### src/rtl/colmix_pal_pkg.sv
/*
 * palette word layout
 * brightness, red, green and blue nibbles from msb down
 */
`default_nettype none

package colmix_pal_pkg;

    typedef logic [15:0] pal_entry_t;
    typedef logic [3:0]  nibble_t;

    // field pickers, brightness on top
    function automatic nibble_t pal_bright(input pal_entry_t e);
        return e[15:12];
    endfunction

    function automatic nibble_t pal_red(input pal_entry_t e);
        return e[11:8];
    endfunction

    function automatic nibble_t pal_green(input pal_entry_t e);
        return e[7:4];
    endfunction

    function automatic nibble_t pal_blue(input pal_entry_t e);
        return e[3:0];
    endfunction

endpackage

`default_nettype wire

### src/rtl/colmix_video_pkg.sv
/*
 * colour mixer video types
 * scroll layer pixels, layer codes, palette addresses and output colour
 */
`default_nettype none

package colmix_video_pkg;

    // scroll pixel, palette select in [8:4], pen in [3:0]
    typedef logic [8:0] layer_pxl_t;

    // layer code, top bits of the palette address
    typedef logic [2:0] layer_id_t;

    localparam layer_id_t LAYER_SCR1 = 3'd1;
    localparam layer_id_t LAYER_SCR2 = 3'd2;
    localparam layer_id_t LAYER_SCR3 = 3'd3;

    // {layer code, chosen pixel}
    typedef logic [11:0] pal_addr_t;

    // pen value that lets the layer below show through
    localparam logic [3:0] TRANSP_PEN = 4'hf;

    // one 5-bit colour channel on the video output
    typedef logic [4:0] rgb5_t;

endpackage

`default_nettype wire
### src/rtl/colmix_pixel_if.sv
/*
 * pixel hand-off between two mixer pipeline stages
 * address, palette word and blanking flag of one pixel
 */
`timescale 1ns/1ps
`default_nettype none

interface colmix_pixel_if;
    import colmix_video_pkg::*;
    import colmix_pal_pkg::*;

    // palette address, used by the lookup stage
    pal_addr_t  pal_addr;
    // palette word, only valid after the lookup
    pal_entry_t entry;
    // force black for this pixel
    logic       blank;

    // producing stage
    modport src (
        output pal_addr,
        output entry,
        output blank
    );

    // consuming stage
    modport dst (
        input pal_addr,
        input entry,
        input blank
    );

endinterface

`default_nettype wire

### src/rtl/colmix_brightness.sv
/*
 * brightness stage of the colour mixer
 * scales each colour nibble by the entry brightness, blanks to black
 */
`timescale 1ns/1ps
`default_nettype none

module colmix_brightness (
    input  wire                     clk,
    input  wire                     rst,
    input  wire                     pxl_cen,
    colmix_pixel_if.dst             pal,
    output colmix_video_pkg::rgb5_t red,
    output colmix_video_pkg::rgb5_t green,
    output colmix_video_pkg::rgb5_t blue
);
    import colmix_video_pkg::*;
    import colmix_pal_pkg::*;

    // c * (b + 16) / 16, b + 16 is just b with a 1 on top
    // largest value 15 * 31 / 16 = 29
    function automatic rgb5_t scale(input nibble_t c, input nibble_t b);
        logic [8:0] prod;
        prod = {5'd0, c} * {4'd0, 1'b1, b};
        return prod[8:4];
    endfunction

    nibble_t bright;
    rgb5_t   red_d;
    rgb5_t   green_d;
    rgb5_t   blue_d;

    assign bright  = pal_bright(pal.entry);
    assign red_d   = scale(pal_red(pal.entry), bright);
    assign green_d = scale(pal_green(pal.entry), bright);
    assign blue_d  = scale(pal_blue(pal.entry), bright);

    // output registers, black out of reset and during blanking
    always_ff @(posedge clk or posedge rst) begin
        if (rst) begin
            red   <= '0;
            green <= '0;
            blue  <= '0;
        end else if (pxl_cen) begin
            if (pal.blank) begin
                red   <= '0;
                green <= '0;
                blue  <= '0;
            end else begin
                red   <= red_d;
                green <= green_d;
                blue  <= blue_d;
            end
        end
    end

endmodule

`default_nettype wire

### src/flat_wrapper.sv
// flat-port wrapper written by rule: the top's interface ports become plain ports
module colmix_brightness_flat import colmix_video_pkg::*; import colmix_pal_pkg::*;
  (clk, rst, pxl_cen, red, green, blue, pal_pal_addr, pal_entry, pal_blank);
  colmix_pixel_if pal_i ();
  input  wire clk;
  input  wire rst;
  input  wire pxl_cen;
  output colmix_video_pkg::rgb5_t red;
  output colmix_video_pkg::rgb5_t green;
  output colmix_video_pkg::rgb5_t blue;
  input wire logic [$bits(pal_i.pal_addr)-1:0] pal_pal_addr;
  input wire logic [$bits(pal_i.entry)-1:0] pal_entry;
  input wire logic [$bits(pal_i.blank)-1:0] pal_blank;
  assign pal_i.pal_addr = pal_pal_addr;
  assign pal_i.entry = pal_entry;
  assign pal_i.blank = pal_blank;
  colmix_brightness u_core (.clk(clk), .rst(rst), .pxl_cen(pxl_cen), .pal(pal_i), .red(red), .green(green), .blue(blue));
endmodule
### config.mk
export PLATFORM = sky130hd
export DESIGN_NAME = colmix_brightness_flat
export DESIGN_NICKNAME = d
export VERILOG_FILES = /design/src/rtl/colmix_pal_pkg.sv /design/src/rtl/colmix_video_pkg.sv /design/src/rtl/colmix_pixel_if.sv /design/src/rtl/colmix_brightness.sv /design/src/flat_wrapper.sv
export SDC_FILE = /design/constraint.sdc
export NUM_CORES = 1
export LEC_CHECK = 0
export ABC_CLOCK_PERIOD_IN_PS = 950
export BUFFER_PORTS_ARGS = -buffer_cell sky130_fd_sc_hd__buf_2
export CORE_ASPECT_RATIO = 0.7
export CORE_UTILIZATION = 25
export CTS_CLUSTER_SIZE = 25
export DETAILED_ROUTE_END_ITERATION = 10
export GPL_ROUTABILITY_DRIVEN = 0
export PLACE_DENSITY = 0.5
export SLEW_MARGIN = 20
export SYNTH_ARGS = -nofsm -noshare
export SYNTH_HDL_FRONTEND = slang
export SYNTH_SLANG_ARGS = --single-unit
### constraint.sdc
create_clock -name clk -period 0.95 [get_ports clk]
set_input_delay 0.095 -clock clk [delete_from_list [all_inputs] [get_ports clk]]
set_output_delay 0.095 -clock clk [all_outputs]
set_load 0.02 [all_outputs]
==> results.json <==
{
  "status": "finished, violations left",
  "violations": "setup timing",
  "finalSetupTns_ps": -19640,
  "drive_gt1_share_pct": 44.71,
  "cpMaxStageDelayCell": "fa_1",
  "path_delay_family": "adder cells",
  "grt_use_total_pct": 14.40,
  "grt_pass1_wl_um": 10630,
  "viasPerCell": 4.417,
  "grt_pass1_vias": 2072,
  "crit_type": "primary input to register",
  "ant_nets": 0,
  "dieArea_mm2": 0.009428,
  "drt_iter0_drc": 99,
  "cts_buffers": 3,
  "ir_drop_mv": 1.268,
  "fin_skew_ps": 0,
  "die_h_um": 81.54,
  "synth_edf_count": 0,
  "async_flop_share_pct": 100.0,
  "wl_um": 6190,
  "rsz0062_at_grt": "true",
  "place_area_mm2": 0.002994,
  "maxSlewHeadroom_pct": 75.07,
  "period_minus_slack_ps": 2313,
  "worstPathArrival_ps": 2440,
  "design_area_mm2": 0.003446,
  "power.leakage_uw": 0.001702,
  "cts_tree": "yes",
  "critPathBufInv": 3,
  "path_common_cell": "fa_1",
  "dpl.hpwl_um": 4900,
  "wire_per_inst_um": 13.73,
  "h-tree-depth": 1,
  "ys_warn_count": 0,
  "clk_pin_slew_ps": 50,
  "syn_area_mm2": 0.002260,
  "worst_pin_slew_ps": 373.9,
  "io_buffers": 34,
  "num_antenna_cells": 0,
  "drc_errors": 0,
  "startpoint_type": "primary input",
  "grt_max_degree": 16,
  "grt_antenna_before_repair": 0,
  "synth_seq_cells": 15,
  "gr-total-overflow": 0,
  "required_ps": 1070,
  "powerDensity_mw_per_mm2": 1208,
  "die_w_um": 115.6,
  "holdCritPathClass": "primary input to register",
  "num_vias": 1992,
  "std_cell_rows": 28,
  "max_freq_mhz": 432.3,
  "worst-path-max-fanout": 5,
  "worst_path_largest_cell_delay_ps": 520,
  "drv_slew": 0,
  "clockBufferDepth": 2,
  "synth_nets": 330,
  "cts_root_buffer": "clkbuf_16",
  "syn_avg_cell_area_um2": 9.039,
  "crit_path_end_kind": "register",
  "cts.sinks": 15,
  "finalHoldViolations": 0,
  "nets": 412,
  "core_mm2": 0.008618,
  "synth_cell_type_count": 39,
  "crit_chain": "buf_8, and2_4, fa_1, inv_1, fa_1, inv_2, ha_4, nand3_4, o211ai_4, a2111oi_2, a221o_1",
  "synthCells": 250,
  "syn_to_final_growth_pct": 52.49,
  "setup_ws_ps": -1363,
  "synth_flop_cell": "dfrtp_1",
  "fin_crit_sh_pct": 243.5,
  "first_pass_iters": 4,
  "start_util_pct": 26.22,
  "ys_seq_area_share_pct": 16.61,
  "setup_viol": 15,
  "drv_cap": 0,
  "insertion_delay_ps": 240,
  "io_pins": 47
}
==> cell usage after synthesis, drive strengths merged, types with 2 or more instances <==
master	n	area (um2)
nor4	3	18.77
a21o	8	60.06
o32ai	6	75.08
a221o	2	20.02
o21ai	6	30.03
inv	33	123.9
nand3	10	60.06
a21oi	6	30.03
nand2	27	108.9
nor3	8	45.04
and2	29	181.4
a2111oi	2	17.52
o21a	6	45.04
ha	33	412.9
nand3b	3	22.52
nand4	6	65.06
dfrtp	15	375.4
nor2	6	22.52
buf	3	26.27
a22oi	3	22.52
clkbuf	5	18.77
o311ai	2	52.55
a311o	3	30.03
o211ai	4	50.05
fa	15	300.3
==> layer usage <==
| metal | track usage, % | vias to the layer above | wire length [um] |
|---|---|---|---|
| li1 | - | 1053 | - |
| met5 | 0 | - | 0 |
| met4 | 2.692 | 0 | 43 |
| met2 | 20.24 | 30 | 2471 |
| met1 | 23.60 | 905 | 3567 |
| met3 | 0.7380 | 4 | 108 |
==> tightest hold or removal path, delay by kind of cell <==
| kind | cells | cell delay, ps |
|---|---|---|
| buf+inv | 2 | 290 |
| compound gates | 1 | 60 |
==> logic make-up (layout without fill, tap and decap cells) <==
family	after synthesis	after routing	share of synthesized area [%]
buf+inv	41	122	7.475
compound gates	51	51	20.32
simple gates	95	95	24.03
flops	15	15	16.61
fa+ha+maj	48	48	31.56
==> timing repair <==
item,in CTS,in global routing
gates resized for setup,60,8
pin swaps,34,6
endpoints found under the hold margin,15,0
setup buffers,3,0
setup endpoints to repair,15,15
gates cloned,2,0
hold buffers,1,0
==> state kept, by name, indices dropped and copies added (netlist names) <==
register      count
u_core.blue       5
u_core.green      5
u_core.red        5
==> per-stage QoR <==
stage | setup WS (ps) | hold slack (ps) | total power [uW] | utilization, % | instances
after floorplan | -1514 | -3.521 | 2326 | - | 250
after global placement | -1829 | 103.5 | 3025 | 34.74 | 442
after detailed placement | -1852 | 107.6 | 3031 | 34.74 | 442
after CTS | -1366 | 256.5 | 4127 | 39.52 | 451
after global routing | -1460 | 279.2 | 4493 | 39.98 | 451
final | -1363 | 253.5 | 4163 | 39.98 | 451
==> cells in the final DEF, fill, tap and decap left out, types with 5 or more instances in the layout <==
cell	instances
inv_2	6
ha_1	27
ha_4	5
dfrtp_1	15
buf_4	45
buf_6	8
nand2_2	5
o21a_1	6
and2_1	22
nor2_1	6
fa_1	15
buf_2	24
a21oi_1	5
nand2_1	17
and2_4	7
o32ai_2	6
a21o_1	8
nand3_1	6
inv_1	27
nor3_1	6
nand2_4	5
==> worst paths after layout <==
kind                                 startpoint               to  slack [ps]  cells past startpoint
worst max-delay path               pal_entry[1]   u_core.blue[3]       -1360                     11
worst min-delay path                    pxl_cen   u_core.blue[2]         250                      3
worst max register to register  u_core.green[3]  u_core.green[3]          90                      1
worst min register to register  u_core.green[0]  u_core.green[0]         490                      1
max in group asynchronous                   rst  u_core.green[4]         390                      4
min in group asynchronous                   rst   u_core.blue[1]         390                      4
==> layout make-up <==
type                            instances  area, um2
Timing Repair Buffer                   85      708.2
Clock buffer                            4      78.83
Fill cell                             878       5172
Inverter                               33      123.9
Multi-Input combinational cell        194       2009
Sequential cell                        15      375.4
Tap cell                              120      150.1
==> where the power goes <==
part	total (uW)	internal (uW)	leakage, uW	switching [uW]
Clock	811	567	0.0000382	244
Combinational	2540	1200	0.00147	1340
Sequential	814	754	0.000197	59.7
Total	4160	2520	0.00170	1650
No activity file was read; power rests on OpenSTA's default activity.
