<file path="config.mk">
export PLATFORM = sky130hd
export DESIGN_NAME = colmix_layer_prio_flat
export DESIGN_NICKNAME = d
export VERILOG_FILES = /design/src/rtl/colmix_pal_pkg.sv /design/src/rtl/colmix_video_pkg.sv /design/src/rtl/colmix_pixel_if.sv /design/src/rtl/colmix_layer_prio.sv /design/src/flat_wrapper.sv
export SDC_FILE = /design/constraint.sdc
export NUM_CORES = 1
export LEC_CHECK = 0
export BUFFER_PORTS_ARGS = -buffer_cell sky130_fd_sc_hd__buf_4
export CAP_MARGIN = 20
export CORE_AREA = 3 3 50 52
export CTS_CLUSTER_DIAMETER = 50
export DETAILED_ROUTE_END_ITERATION = 16
export DIE_AREA = 0 0 53 55
export PLACE_DENSITY_LB_ADDON = 0.05
export SLEW_MARGIN = 20
export SYNTH_ARGS = -nofsm -noshare
export SYNTH_HDL_FRONTEND = slang
export SYNTH_SLANG_ARGS = --single-unit
</file>
<file path="constraint.sdc">
create_clock -name clk -period 1 [get_ports clk]
set_input_delay 0.25 -clock clk [delete_from_list [all_inputs] [get_ports clk]]
set_output_delay 0.25 -clock clk [all_outputs]
set_load 0.03 [all_outputs]
</file>
<file path="src/rtl/colmix_pal_pkg.sv">
/*
 * palette word layout
 * brightness, red, green and blue nibbles from msb down
 */
`default_nettype none

package colmix_pal_pkg;

    typedef logic [15:0] pal_entry_t;
    typedef logic [3:0]  nibble_t;

    // field pickers, brightness on top
    function automatic nibble_t pal_bright(input pal_entry_t e);
        return e[15:12];
    endfunction

    function automatic nibble_t pal_red(input pal_entry_t e);
        return e[11:8];
    endfunction

    function automatic nibble_t pal_green(input pal_entry_t e);
        return e[7:4];
    endfunction

    function automatic nibble_t pal_blue(input pal_entry_t e);
        return e[3:0];
    endfunction

endpackage

`default_nettype wire

</file>
<file path="src/rtl/colmix_video_pkg.sv">
/*
 * colour mixer video types
 * scroll layer pixels, layer codes, palette addresses and output colour
 */
`default_nettype none

package colmix_video_pkg;

    // scroll pixel, palette select in [8:4], pen in [3:0]
    typedef logic [8:0] layer_pxl_t;

    // layer code, top bits of the palette address
    typedef logic [2:0] layer_id_t;

    localparam layer_id_t LAYER_SCR1 = 3'd1;
    localparam layer_id_t LAYER_SCR2 = 3'd2;
    localparam layer_id_t LAYER_SCR3 = 3'd3;

    // {layer code, chosen pixel}
    typedef logic [11:0] pal_addr_t;

    // pen value that lets the layer below show through
    localparam logic [3:0] TRANSP_PEN = 4'hf;

    // one 5-bit colour channel on the video output
    typedef logic [4:0] rgb5_t;

endpackage

`default_nettype wire
</file>
<file path="src/rtl/colmix_pixel_if.sv">
/*
 * pixel hand-off between two mixer pipeline stages
 * address, palette word and blanking flag of one pixel
 */
`timescale 1ns/1ps
`default_nettype none

interface colmix_pixel_if;
    import colmix_video_pkg::*;
    import colmix_pal_pkg::*;

    // palette address, used by the lookup stage
    pal_addr_t  pal_addr;
    // palette word, only valid after the lookup
    pal_entry_t entry;
    // force black for this pixel
    logic       blank;

    // producing stage
    modport src (
        output pal_addr,
        output entry,
        output blank
    );

    // consuming stage
    modport dst (
        input pal_addr,
        input entry,
        input blank
    );

endinterface

`default_nettype wire

</file>
<file path="src/rtl/colmix_layer_prio.sv">
/*
 * layer priority stage of the colour mixer
 * scroll 1 over scroll 2 over scroll 3, pen 15 is see-through
 */
`timescale 1ns/1ps
`default_nettype none

module colmix_layer_prio (
    input  wire                          clk,
    input  wire                          rst,
    input  wire                          pxl_cen,
    input  wire                          hb,
    input  wire                          vb,
    input  wire colmix_video_pkg::layer_pxl_t scr1_pxl,
    input  wire colmix_video_pkg::layer_pxl_t scr2_pxl,
    input  wire colmix_video_pkg::layer_pxl_t scr3_pxl,
    colmix_pixel_if.src                  prio
);
    import colmix_video_pkg::*;

    layer_pxl_t sel_pxl;
    layer_id_t  sel_id;
    pal_addr_t  addr_q;
    logic       blank_q;

    // first opaque layer wins
    // scroll 3 is the backdrop, shown even when its own pen is clear
    always_comb begin
        if (scr1_pxl[3:0] != TRANSP_PEN) begin
            sel_pxl = scr1_pxl;
            sel_id  = LAYER_SCR1;
        end else if (scr2_pxl[3:0] != TRANSP_PEN) begin
            sel_pxl = scr2_pxl;
            sel_id  = LAYER_SCR2;
        end else begin
            sel_pxl = scr3_pxl;
            sel_id  = LAYER_SCR3;
        end
    end

    // address register, payload only
    always_ff @(posedge clk) begin
        if (pxl_cen) begin
            addr_q <= {sel_id, sel_pxl};
        end
    end

    // blank comes out of reset set so the screen starts black
    always_ff @(posedge clk or posedge rst) begin
        if (rst) begin
            blank_q <= 1'b1;
        end else if (pxl_cen) begin
            blank_q <= hb | vb;
        end
    end

    assign prio.pal_addr = addr_q;
    assign prio.blank    = blank_q;
    // no palette word yet at this stage
    assign prio.entry    = '0;

endmodule

`default_nettype wire

</file>
<file path="src/flat_wrapper.sv">
// flat-port wrapper written by rule: the top's interface ports become plain ports
module colmix_layer_prio_flat import colmix_video_pkg::*;
  (clk, rst, pxl_cen, hb, vb, scr1_pxl, scr2_pxl, scr3_pxl, prio_pal_addr, prio_entry, prio_blank);
  colmix_pixel_if prio_i ();
  input  wire clk;
  input  wire rst;
  input  wire pxl_cen;
  input  wire hb;
  input  wire vb;
  input  wire colmix_video_pkg::layer_pxl_t scr1_pxl;
  input  wire colmix_video_pkg::layer_pxl_t scr2_pxl;
  input  wire colmix_video_pkg::layer_pxl_t scr3_pxl;
  output wire logic [$bits(prio_i.pal_addr)-1:0] prio_pal_addr;
  output wire logic [$bits(prio_i.entry)-1:0] prio_entry;
  output wire logic [$bits(prio_i.blank)-1:0] prio_blank;
  assign prio_pal_addr = prio_i.pal_addr;
  assign prio_entry = prio_i.entry;
  assign prio_blank = prio_i.blank;
  colmix_layer_prio u_core (.clk(clk), .rst(rst), .pxl_cen(pxl_cen), .hb(hb), .vb(vb), .scr1_pxl(scr1_pxl), .scr2_pxl(scr2_pxl), .scr3_pxl(scr3_pxl), .prio(prio_i));
endmodule
</file>
==> results of run 1 <==
cells in the mapped netlist:
master and n:
a21oi_1 5, buf_2 1, buf_4 17, conb_1 1
dfstp_2 1, edfxtp_1 11, inv_1 2, mux2i_1 5
nand2_1 6, nand4_2 1, nand4_4 1, nand4b_1 4
nor2_1 2, nor2b_1 4, o21ai_1 5
report_power, final:
part	switching, mW	leakage [nW]	internal, mW	total (mW)
Combinational	0.243	0.432	0.189	0.432
Sequential	0.0180	0.118	0.596	0.614
Clock	0.145	0.0150	0.154	0.299
Total	0.407	0.566	0.939	1.35
registers in the layout, summed over array words and instances, names as in the netlist:
| name | cells |
|---|---|
| u_core.prio.blank | 1 |
| u_core.prio.pal_addr | 11 |
cell families (layout without fill, tap and decap cells):
| family | after synthesis | after routing | synth area share |
|---|---|---|---|
| simple gates | 18 | 18 | 0.171 |
| other cells | 1 | 17 | 0.00518 |
| mux | 5 | 5 | 0.0691 |
| buf+inv | 20 | 56 | 0.193 |
| compound gates | 10 | 10 | 0.0691 |
| flops | 12 | 12 | 0.492 |
layer usage:
layer / vias to the layer above / GRT usage / wire length (um)
li1: 303 / - / -
met5: - / 0 / 0
met1: 251 / 0.126 / 520
met4: 0 / 0.0638 / 0
met2: 31 / 0.186 / 826
met3: 0 / 0.00804 / 128
worst max path at each step:
stage / to / slack (ns) / cells after the start
after floorplan: u_core.prio.pal_addr[4] / 0.06 / 4
after global placement: u_core.prio.pal_addr[8] / -0.09 / 5
after detailed placement: u_core.prio.pal_addr[8] / -0.09 / 4
after CTS: prio_blank / -0.18 / 1
after global routing: prio_blank / -0.20 / 1
final: prio_blank / -0.16 / 1
final cells by class:
class / instances / area share
Inverter: 2 / 0.00661
Sequential cell: 12 / 0.314
Tap cell: 28 / 0.0308
Timing Repair Buffer: 50 / 0.372
Clock buffer: 4 / 0.0231
Multi-Input combinational cell: 50 / 0.253
repair_timing:
action | CTS | global route
buffers inserted | 0 | 0
gates resized for setup | 12 | 0
hold endpoints to repair | 1 | 0
hold buffers | 1 | 0
gates cloned | 0 | 0
setup endpoints to repair | 12 | 12
through the flow:
stage / TNS, ns / worst slack [ns] / std cells / power [mW] / utilization
finish: -0.656 / -0.162 / 146 / 1.35 / 0.529
global route: -1.14 / -0.199 / 146 / 1.43 / 0.529
CTS: -0.836 / -0.177 / 146 / 1.37 / 0.529
detailed placement: -0.607 / -0.0870 / 141 / 1.03 / 0.491
global placement: -0.645 / -0.0908 / 141 / 1.03 / 0.491
floorplan: 0 / 0.0560 / 82 / 0.882 / -
==> results by group, run 1 <==
Floorplanning
  – Io pins: 61
  – Row count: 17
  – Die Wd: 53 um
  – Die outline area: 2920 sq um
  – Core area: 2150 sq um
  – Initial Utilization: 0.337
  – Die Span Y: 55 um

Worst setup path
  – Critical path launch point: u_core.prio.blank
  – Critical path class: reg2out
  – Family with the most delay on the worst path: flip-flops
  – CP startpoint kind: flop
  – Crit end category: output port
  – Worst path slowest cell: dfstp_2
  – Max incr delay on CP: 0.53 ns
  – CP Data Required Time: 0.75 ns
  – Critical path arrival: 0.91 ns
  – Critical path buffer and inverter count: 1
  – Cells on worst reg2reg path: 2
  – Crit path cell chain: buf_6
  – Worst-path fanout max: 2
  – Reg2reg setup slack: 0.24 ns
  – RR Startpoint: u_core.prio.blank
  – R2R Path End: u_core.prio.blank

Final layout
  – N_diodes: 0
  – Fill count: 200
  – Area of the multi-input gates: 288 sq um
  – Commonest non-fill, non-tap cell in the layout: buf_4
  – Design area: 1140 sq um
  – Fin nets: 151
  – Layout cell share with drive strength beyond 1: 0.466
  – Area Overhead vs Synth: 56.8%
  – Register area: 357 sq um
  – Commonest cells after routing, fill and taps aside: 37 x buf_4, 17 x conb_1, 12 x buf_6, 11 x edfxtp_1, 6 x nand2_1

Synth
  – Cells after synthesis: 66
  – Dominant cell type by area after synthesis: edfxtp_1
  – YS warnings: 0
  – Cell area after synthesis: 724 sq um
  – Avg Cell Area, Syn: 11.0 sq um
  – Synth Register Bits: 12
  – Synth top area share: 0.456
  – Synth unique cells: 15
  – Largest cells by area after synthesis: edfxtp_1 46%, buf_4 18%, mux2i_1 6.9%
  – Post-synthesis sequential area ratio: 0.492

Timing
  – Period utilization: 1.16
  – Min Tclk post-route: 1.16 ns
  – Final Slew Violations: 0
  – Setup WS post-layout: -0.162 ns
  – RSZ-0062 raised after global routing: true
  – Setup Skew: 0 ns
  – Final hold vios: 0
  – FMAX: 0.861 GHz
  – Final setup fails: 12
  – Hold Slack: 0.246 ns

Drt
  – DRC violations left: 0
  – Routed Antenna Nets: 0
  – Drt pass-1 iters: 4
  – WL final: 1470 um
  – DR WL/cell: 10.1 um
  – Vias: 585
  – DR iter-0 viols: 9
  – Vias per cell: 4.01

Place
  – GPL Wtd Cong: 0.627
  – DPL Wire Length: 1250 um
  – I/O Buffers: 43
  – Placed inst area: 1050 sq um

GRT
  – Grt total ovfl: 0
  – First-pass GRT wire length: 2210 um
  – Vias in the first global route: 541
  – Initial antenna violation count: 0
  – Tot GR Track Use: 0.106
  – Largest net degree at the start of global routing: 14

Min path
  – WHS Path Cells: 3
  – Worst Hold End: u_core.prio.blank
  – Hold Path Class: in2reg
  – Hold Startpoint: hb

Clock network
  – Worst-path clk slew: 0.06 ns
  – Worst-Skew Late Latency: 0.25 ns
  – H-tree depth: 1
  – Max clock buf depth: 2
  – CTS tree: built
  – Total CTS buffers: 3
  – Clock root buffer: clkbuf_4
  – CTS sink count: 12

Job
  – Max-Cap Viols: 0

Outcome
  – Status: finished with violations
  – Failing checks: negative setup slack

Power and ir drop
  – Lkg Pwr: 0.566 nW
  – Maximum VDD drop: 0.000438 V
  – Cell Pwr Density: 1180 nW/um^2
Power figures use the tool's default switching activity.
==> inputs of run 2 (changes only) <==
==> constraint.sdc (replaced) <==
create_clock -name clk -period 1.2 [get_ports clk]
set_input_delay 0.3 -clock clk [delete_from_list [all_inputs] [get_ports clk]]
set_output_delay 0.3 -clock clk [all_outputs]
set_load 0.03 [all_outputs]
==> results by group, run 2 (synthesis gave the netlist of run 1 again) <==
Drt
  – WL final: 1390 um (was 1470 um)
  – DR iter-0 viols: 2 (was 9)
  – Vias per cell: 4.02 (was 4.01)
  – Drt pass-1 iters: 2 (was 4)
  – DR WL/cell: 9.95 um (was 10.1 um)
  – DRC violations left: 0 (unchanged)
  – Vias: 563 (was 585)
  – Routed Antenna Nets: 0 (unchanged)

Min path
  – Hold Path Class: in2async (was in2reg)

Clock network
  – Clock root buffer: clkbuf_4 (unchanged)
  – Max clock buf depth: 2 (unchanged)
  – CTS hold repair buffers: 0 (was 1)
  – Number of gates resized after CTS: 1 (was 12)
  – H-tree depth: 1 (unchanged)
  – CTS sink count: 12 (unchanged)
  – CTS tree: built (unchanged)
  – Worst-path clk slew: 0.07 ns (was 0.06 ns)
  – Worst-Skew Late Latency: 0.26 ns (was 0.25 ns)
  – Setup bufs post-CTS: 0 (unchanged)
  – Total CTS buffers: 3 (unchanged)

Timing
  – FMAX: 0.820 GHz
  – Period utilization: 1.02
  – Hold Slack: 0.0334 ns (was 0.246 ns)
  – Final Slew Violations: 0 (unchanged)
  – Final hold vios: 0 (unchanged)
  – Final setup fails: 1 (was 12)
  – Min Tclk post-route: 1.22 ns
  – RSZ-0062 raised after global routing: true (unchanged)
  – Setup WS post-layout: -0.0195 ns (was -0.162 ns)
  – Setup Skew: 0 ns (unchanged)

Final layout
  – Layout cell share with drive strength beyond 1: 0.446 (was 0.466)
  – Commonest cells after routing, fill and taps aside: 42 x buf_4, 17 x conb_1, 11 x edfxtp_1, 6 x nand2_1 (was 37 x buf_4, 17 x conb_1, 12 x buf_6, 11 x edfxtp_1, 6 x nand2_1)
  – Fin util: 0.493 (was 0.529)
  – Commonest non-fill, non-tap cell in the layout: buf_4 (unchanged)
  – Max FFs per register: 11 (unchanged)
  – N_diodes: 0 (unchanged)
  – Area Overhead vs Synth: 46.3% (was 56.8%)
  – Fill count: 218 (was 200)
  – Fin nets: 145 (was 151)
  – Non-filler cells, final: 140 (was 146)

Place
  – DPL Wire Length: 1190 um (was 1250 um)
  – GPL Wtd Cong: 0.711 (was 0.627)
  – Cells after DPL: 136 (was 141)
  – I/O Buffers: 43 (unchanged)

Worst setup path
  – Critical path launch point: u_core.prio.blank (unchanged)
  – Critical path arrival: 0.92 ns (was 0.91 ns)
  – CP Data Required Time: 0.90 ns (was 0.75 ns)
  – CP startpoint kind: flop (unchanged)
  – Critical path class: reg2out (unchanged)
  – Crit path cell chain: buf_6 (unchanged)
  – Critical path buffer and inverter count: 1 (unchanged)
  – Max incr delay on CP: 0.54 ns (was 0.53 ns)
  – RR Startpoint: u_core.prio.blank (unchanged)
  – Crit end category: output port (unchanged)
  – Worst path slowest cell: dfstp_2 (unchanged)
  – Worst-path fanout max: 2 (unchanged)
  – Family with the most delay on the worst path: flip-flops (unchanged)

Floorplanning
  – Die outline area: 2920 sq um (unchanged)
  – Die Span Y: 55 um (unchanged)
  – Initial Utilization: 0.337 (unchanged)
  – Row count: 17 (unchanged)
  – Io pins: 61 (unchanged)
  – Die Wd: 53 um (unchanged)
  – Core area: 2150 sq um (unchanged)

Power and ir drop
  – Switching share of power: 0.307 (was 0.302)
  – Lkg Pwr: 0.531 nW (was 0.566 nW)
  – Clock power share: 0.223 (was 0.222)
  – Sequential fraction of design power: 0.469 (was 0.456)
  – Cell Pwr Density: 1020 nW/um^2 (was 1180 nW/um^2)
  – Sw Pwr: 0.330 mW (was 0.407 mW)
  – Maximum VDD drop: 0.000354 V (was 0.000438 V)
  – Combinational share of power: 0.307 (was 0.321)
  – Pint: 0.746 mW (was 0.939 mW)

GRT
  – First-pass GRT wire length: 1840 um (was 2210 um)
  – Tot GR Track Use: 0.0884 (was 0.106)
  – Grt total ovfl: 0 (unchanged)
  – Largest net degree at the start of global routing: 14 (unchanged)
  – Initial antenna violation count: 0 (unchanged)
  – Vias in the first global route: 474 (was 541)

Outcome
  – Failing checks: negative setup slack (unchanged)
  – Status: finished with violations (unchanged)

Job
  – Max-Cap Viols: 0 (unchanged)
==> run 2: changes by cell type in the layout (fill, tap and decap cells not counted), sizes merged <==
cell and change:
buf -5, dlygate4sd3 -1, clkbuf -1, clkinv +1
==> run 2: path summary, 6_finish.rpt <==
path,end,slack [ns],cells after the start
min in group clk,u_core.prio.blank,0.30,3
max in group asynchronous,u_core.prio.blank,1.15,2
hold / removal,u_core.prio.blank,0.03,2
setup / recovery,prio_blank,-0.02,1
setup reg to reg,u_core.prio.blank,0.44,2
hold reg to reg,u_core.prio.blank,0.51,2
==> run 2: power groups by stage <==
stage | clock network, mW | logic [mW] | registers, mW
finish | 0.240 | 0.331 | 0.506
global route | 0.278 | 0.352 | 0.509
CTS | 0.253 | 0.333 | 0.506
detailed placement | 0 | 0.331 | 0.515
floorplan | 0 | 0.149 | 0.586
global placement | 0 | 0.331 | 0.515
==> run 2: per-layer routing <==
metal,GRT usage,vias up,share of wire
met1,0.0978,238,0.35
li1,-,292,-
met5,0,-,0
met3,0.0107,2,0.11
met2,0.151,31,0.52
met4,0.0766,0,0.014
==> run 2: final cells by class <==
cell class                      count  area [sq um]  share of cell area
Clock inverter                      1          3.75             0.00354
Timing Repair Buffer               44           347               0.327
Sequential cell                    12           357               0.336
Clock buffer                        3          22.5              0.0213
Tap cell                           28          35.0              0.0331
Multi-Input combinational cell     50           288               0.272
Inverter                            2          7.51             0.00708
==> run 2: per-stage QoR <==
| stage | power [mW] | TNS (ns) | setup slack (ns) | instance area, sq um |
|---|---|---|---|---|
| floorplan | 0.735 | 0 | 0.206 | 785 |
| global placement | 0.845 | 0 | 0.0368 | 1030 |
| detailed placement | 0.846 | 0 | 0.0459 | 1030 |
| CTS | 1.09 | -0.0323 | -0.0323 | 1060 |
| global route | 1.14 | -0.0497 | -0.0497 | 1060 |
| finish | 1.08 | -0.0195 | -0.0195 | 1060 |
==> inputs of run 3 (changes only) <==
--- a/config.mk
+++ b/config.mk
@@ -5,12 +5,12 @@
 export SDC_FILE = /design/constraint.sdc
 export NUM_CORES = 1
 export LEC_CHECK = 0
-export BUFFER_PORTS_ARGS = -buffer_cell sky130_fd_sc_hd__buf_4
 export CAP_MARGIN = 20
 export CORE_AREA = 3 3 50 52
 export CTS_CLUSTER_DIAMETER = 50
 export DETAILED_ROUTE_END_ITERATION = 16
 export DIE_AREA = 0 0 53 55
+export DONT_BUFFER_PORTS = 1
 export PLACE_DENSITY_LB_ADDON = 0.05
 export SLEW_MARGIN = 20
 export SYNTH_ARGS = -nofsm -noshare
==> results by group, run 3 (synthesis gave the netlist of run 1 again) <==
Place
  – Dpl ws: 0.136 ns (was 0.0459 ns)
  – DPL Wire Length: 1070 um (was 1190 um)
  – GPL Wtd Cong: 0.608 (was 0.711)
  – I/O Buffers: 0 (was 43)

Final layout
  – Fin nets: 103 (was 145)
  – Commonest non-fill, non-tap cell in the layout: conb_1 (was buf_4)
  – Commonest cells after routing, fill and taps aside: 17 x conb_1, 11 x edfxtp_1, 6 x nand2_1 (was 42 x buf_4, 17 x conb_1, 11 x edfxtp_1, 6 x nand2_1)
  – Layout cell share with drive strength beyond 1: 0.100 (was 0.446)
  – N_diodes: 0 (unchanged)
  – Area Overhead vs Synth: 0.864% (was 46.3%)
  – Max FFs per register: 11 (unchanged)

Floorplanning
  – Io pins: 61 (unchanged)
  – Die Span Y: 55 um (unchanged)
  – Core area: 2150 sq um (unchanged)
  – Initial Utilization: 0.337 (unchanged)
  – Die outline area: 2920 sq um (unchanged)
  – Row count: 17 (unchanged)
  – Die Wd: 53 um (unchanged)

Power and ir drop
  – Lkg Pwr: 0.321 nW (was 0.531 nW)
  – Cell Pwr Density: 1300 nW/um^2 (was 1020 nW/um^2)
  – Maximum VDD drop: 0.000407 V (was 0.000354 V)

Worst setup path
  – Critical path arrival: 0.89 ns (was 0.92 ns)
  – Critical path class: reg2out (unchanged)
  – Crit end category: output port (unchanged)
  – CP Data Required Time: 0.90 ns (about the same)
  – Worst-path fanout max: 2 (unchanged)
  – CP startpoint kind: flop (unchanged)

GRT
  – Tot GR Track Use: 0.0878 (was 0.0884)
  – Vias in the first global route: 394 (was 474)
  – Initial antenna violation count: 0 (unchanged)
  – Largest net degree at the start of global routing: 14 (unchanged)
  – Grt total ovfl: 0 (unchanged)
  – First-pass GRT wire length: 1750 um (was 1840 um)

Drt
  – Vias per cell: 4.49 (was 4.02)
  – Drt pass-1 iters: 4 (was 2)
  – Vias: 440 (was 563)
  – WL final: 1340 um (was 1390 um)
  – DRC violations left: 0 (unchanged)
  – DR WL/cell: 13.6 um (was 9.95 um)
  – DR iter-0 viols: 2 (unchanged)
  – Routed Antenna Nets: 0 (unchanged)

Job
  – Max-Cap Viols: 0 (unchanged)

Timing
  – Setup Skew: 0 ns (unchanged)
  – Final setup fails: 0 (was 1)
  – Final Slew Violations: 0 (unchanged)
  – Period utilization: 0.992 (was 1.02)
  – FMAX: 0.840 GHz (was 0.820 GHz)
  – RSZ-0062 raised after global routing: true (unchanged)
  – Min Tclk post-route: 1.19 ns (was 1.22 ns)
  – Final setup TNS: 0 ns (was -0.0195 ns)
  – Final hold vios: 0 (unchanged)
  – Setup WS post-layout: 0.00944 ns (was -0.0195 ns)

Outcome
  – Status: complete, no violations (was finished with violations)

Clock network
  – Worst-path clk slew: 0.07 ns (about the same)
  – Max clock buf depth: 2 (unchanged)
  – Setup bufs post-CTS: 0 (unchanged)
  – CTS sink count: 12 (unchanged)
  – H-tree depth: 1 (unchanged)
  – Clock root buffer: clkbuf_4 (unchanged)
  – Number of gates resized after CTS: 0 (was 1)
  – Total CTS buffers: 3 (unchanged)
  – CTS tree: built (unchanged)
  – Worst-Skew Late Latency: 0.26 ns (about the same)

Min path
  – Hold Path Class: in2reg (was in2async)
run 3: stage by stage:
| step | cell area (sq um) | power [mW] | utilization | instances | hold WS, ns |
|---|---|---|---|---|---|
| after global placement | 694 | 0.704 | 0.323 | 93 | 0.192 |
| after CTS | 731 | 0.968 | 0.340 | 98 | 0.0623 |
| after detailed placement | 694 | 0.705 | 0.323 | 93 | 0.198 |
| after floorplan | 785 | 0.735 | - | 82 | 0.190 |
| final | 731 | 0.949 | 0.340 | 98 | 0.0810 |
| after global routing | 731 | 1.00 | 0.340 | 98 | 0.0677 |
run 3: final cells by class:
cell class / count / area (sq um)
Sequential cell: 12 / 357
Inverter: 2 / 7.51
Clock buffer: 3 / 22.5
Tap cell: 28 / 35.0
Timing Repair Buffer: 2 / 17.5
Clock inverter: 1 / 3.75
Multi-Input combinational cell: 50 / 288
Fill cell: 226 / 1420
run 3: routing by layer:
metal	track usage	part of all wire	vias to the layer above	routed length (um)
li1	-	-	207	-
met4	0.0894	0	0	0
met3	0.0161	0.088	0	118
met2	0.128	0.51	31	684
met1	0.106	0.40	202	533
met5	0	0	-	0
run 3: where the power goes:
part | internal [mW] | leakage [nW] | switching [mW] | total, mW
sequential | 0.500 | 0.118 | 0.0803 | 0.580
combinational | 0.0259 | 0.188 | 0.0907 | 0.117
clock | 0.120 | 0.0154 | 0.132 | 0.252
total | 0.646 | 0.321 | 0.303 | 0.949
run 3: final timing paths:
check	start	endpoint	slack, ns	cells after the start
max	u_core.prio.blank	prio_blank	0.009	0
min	pxl_cen	u_core.prio.blank	0.08	1
max reg2reg	u_core.prio.blank	u_core.prio.blank	0.33	2
min reg2reg	u_core.prio.blank	u_core.prio.blank	0.58	2
max in group asynchronous	rst	u_core.prio.blank	0.71	2
min in group asynchronous	rst	u_core.prio.blank	0.47	2
run 3: timing repair:
action | 4_1_cts | 5_1_grt
hold buffers | 1 | 0
endpoints found under the setup margin | 1 | 1
hold endpoints to repair | 1 | 0
run 3: worst reg2reg max path, cell delays in order (launching register included):
cell and delay [ns]:
dfstp_2 0.63, nor2_1 0.07, a21oi_1 0.11
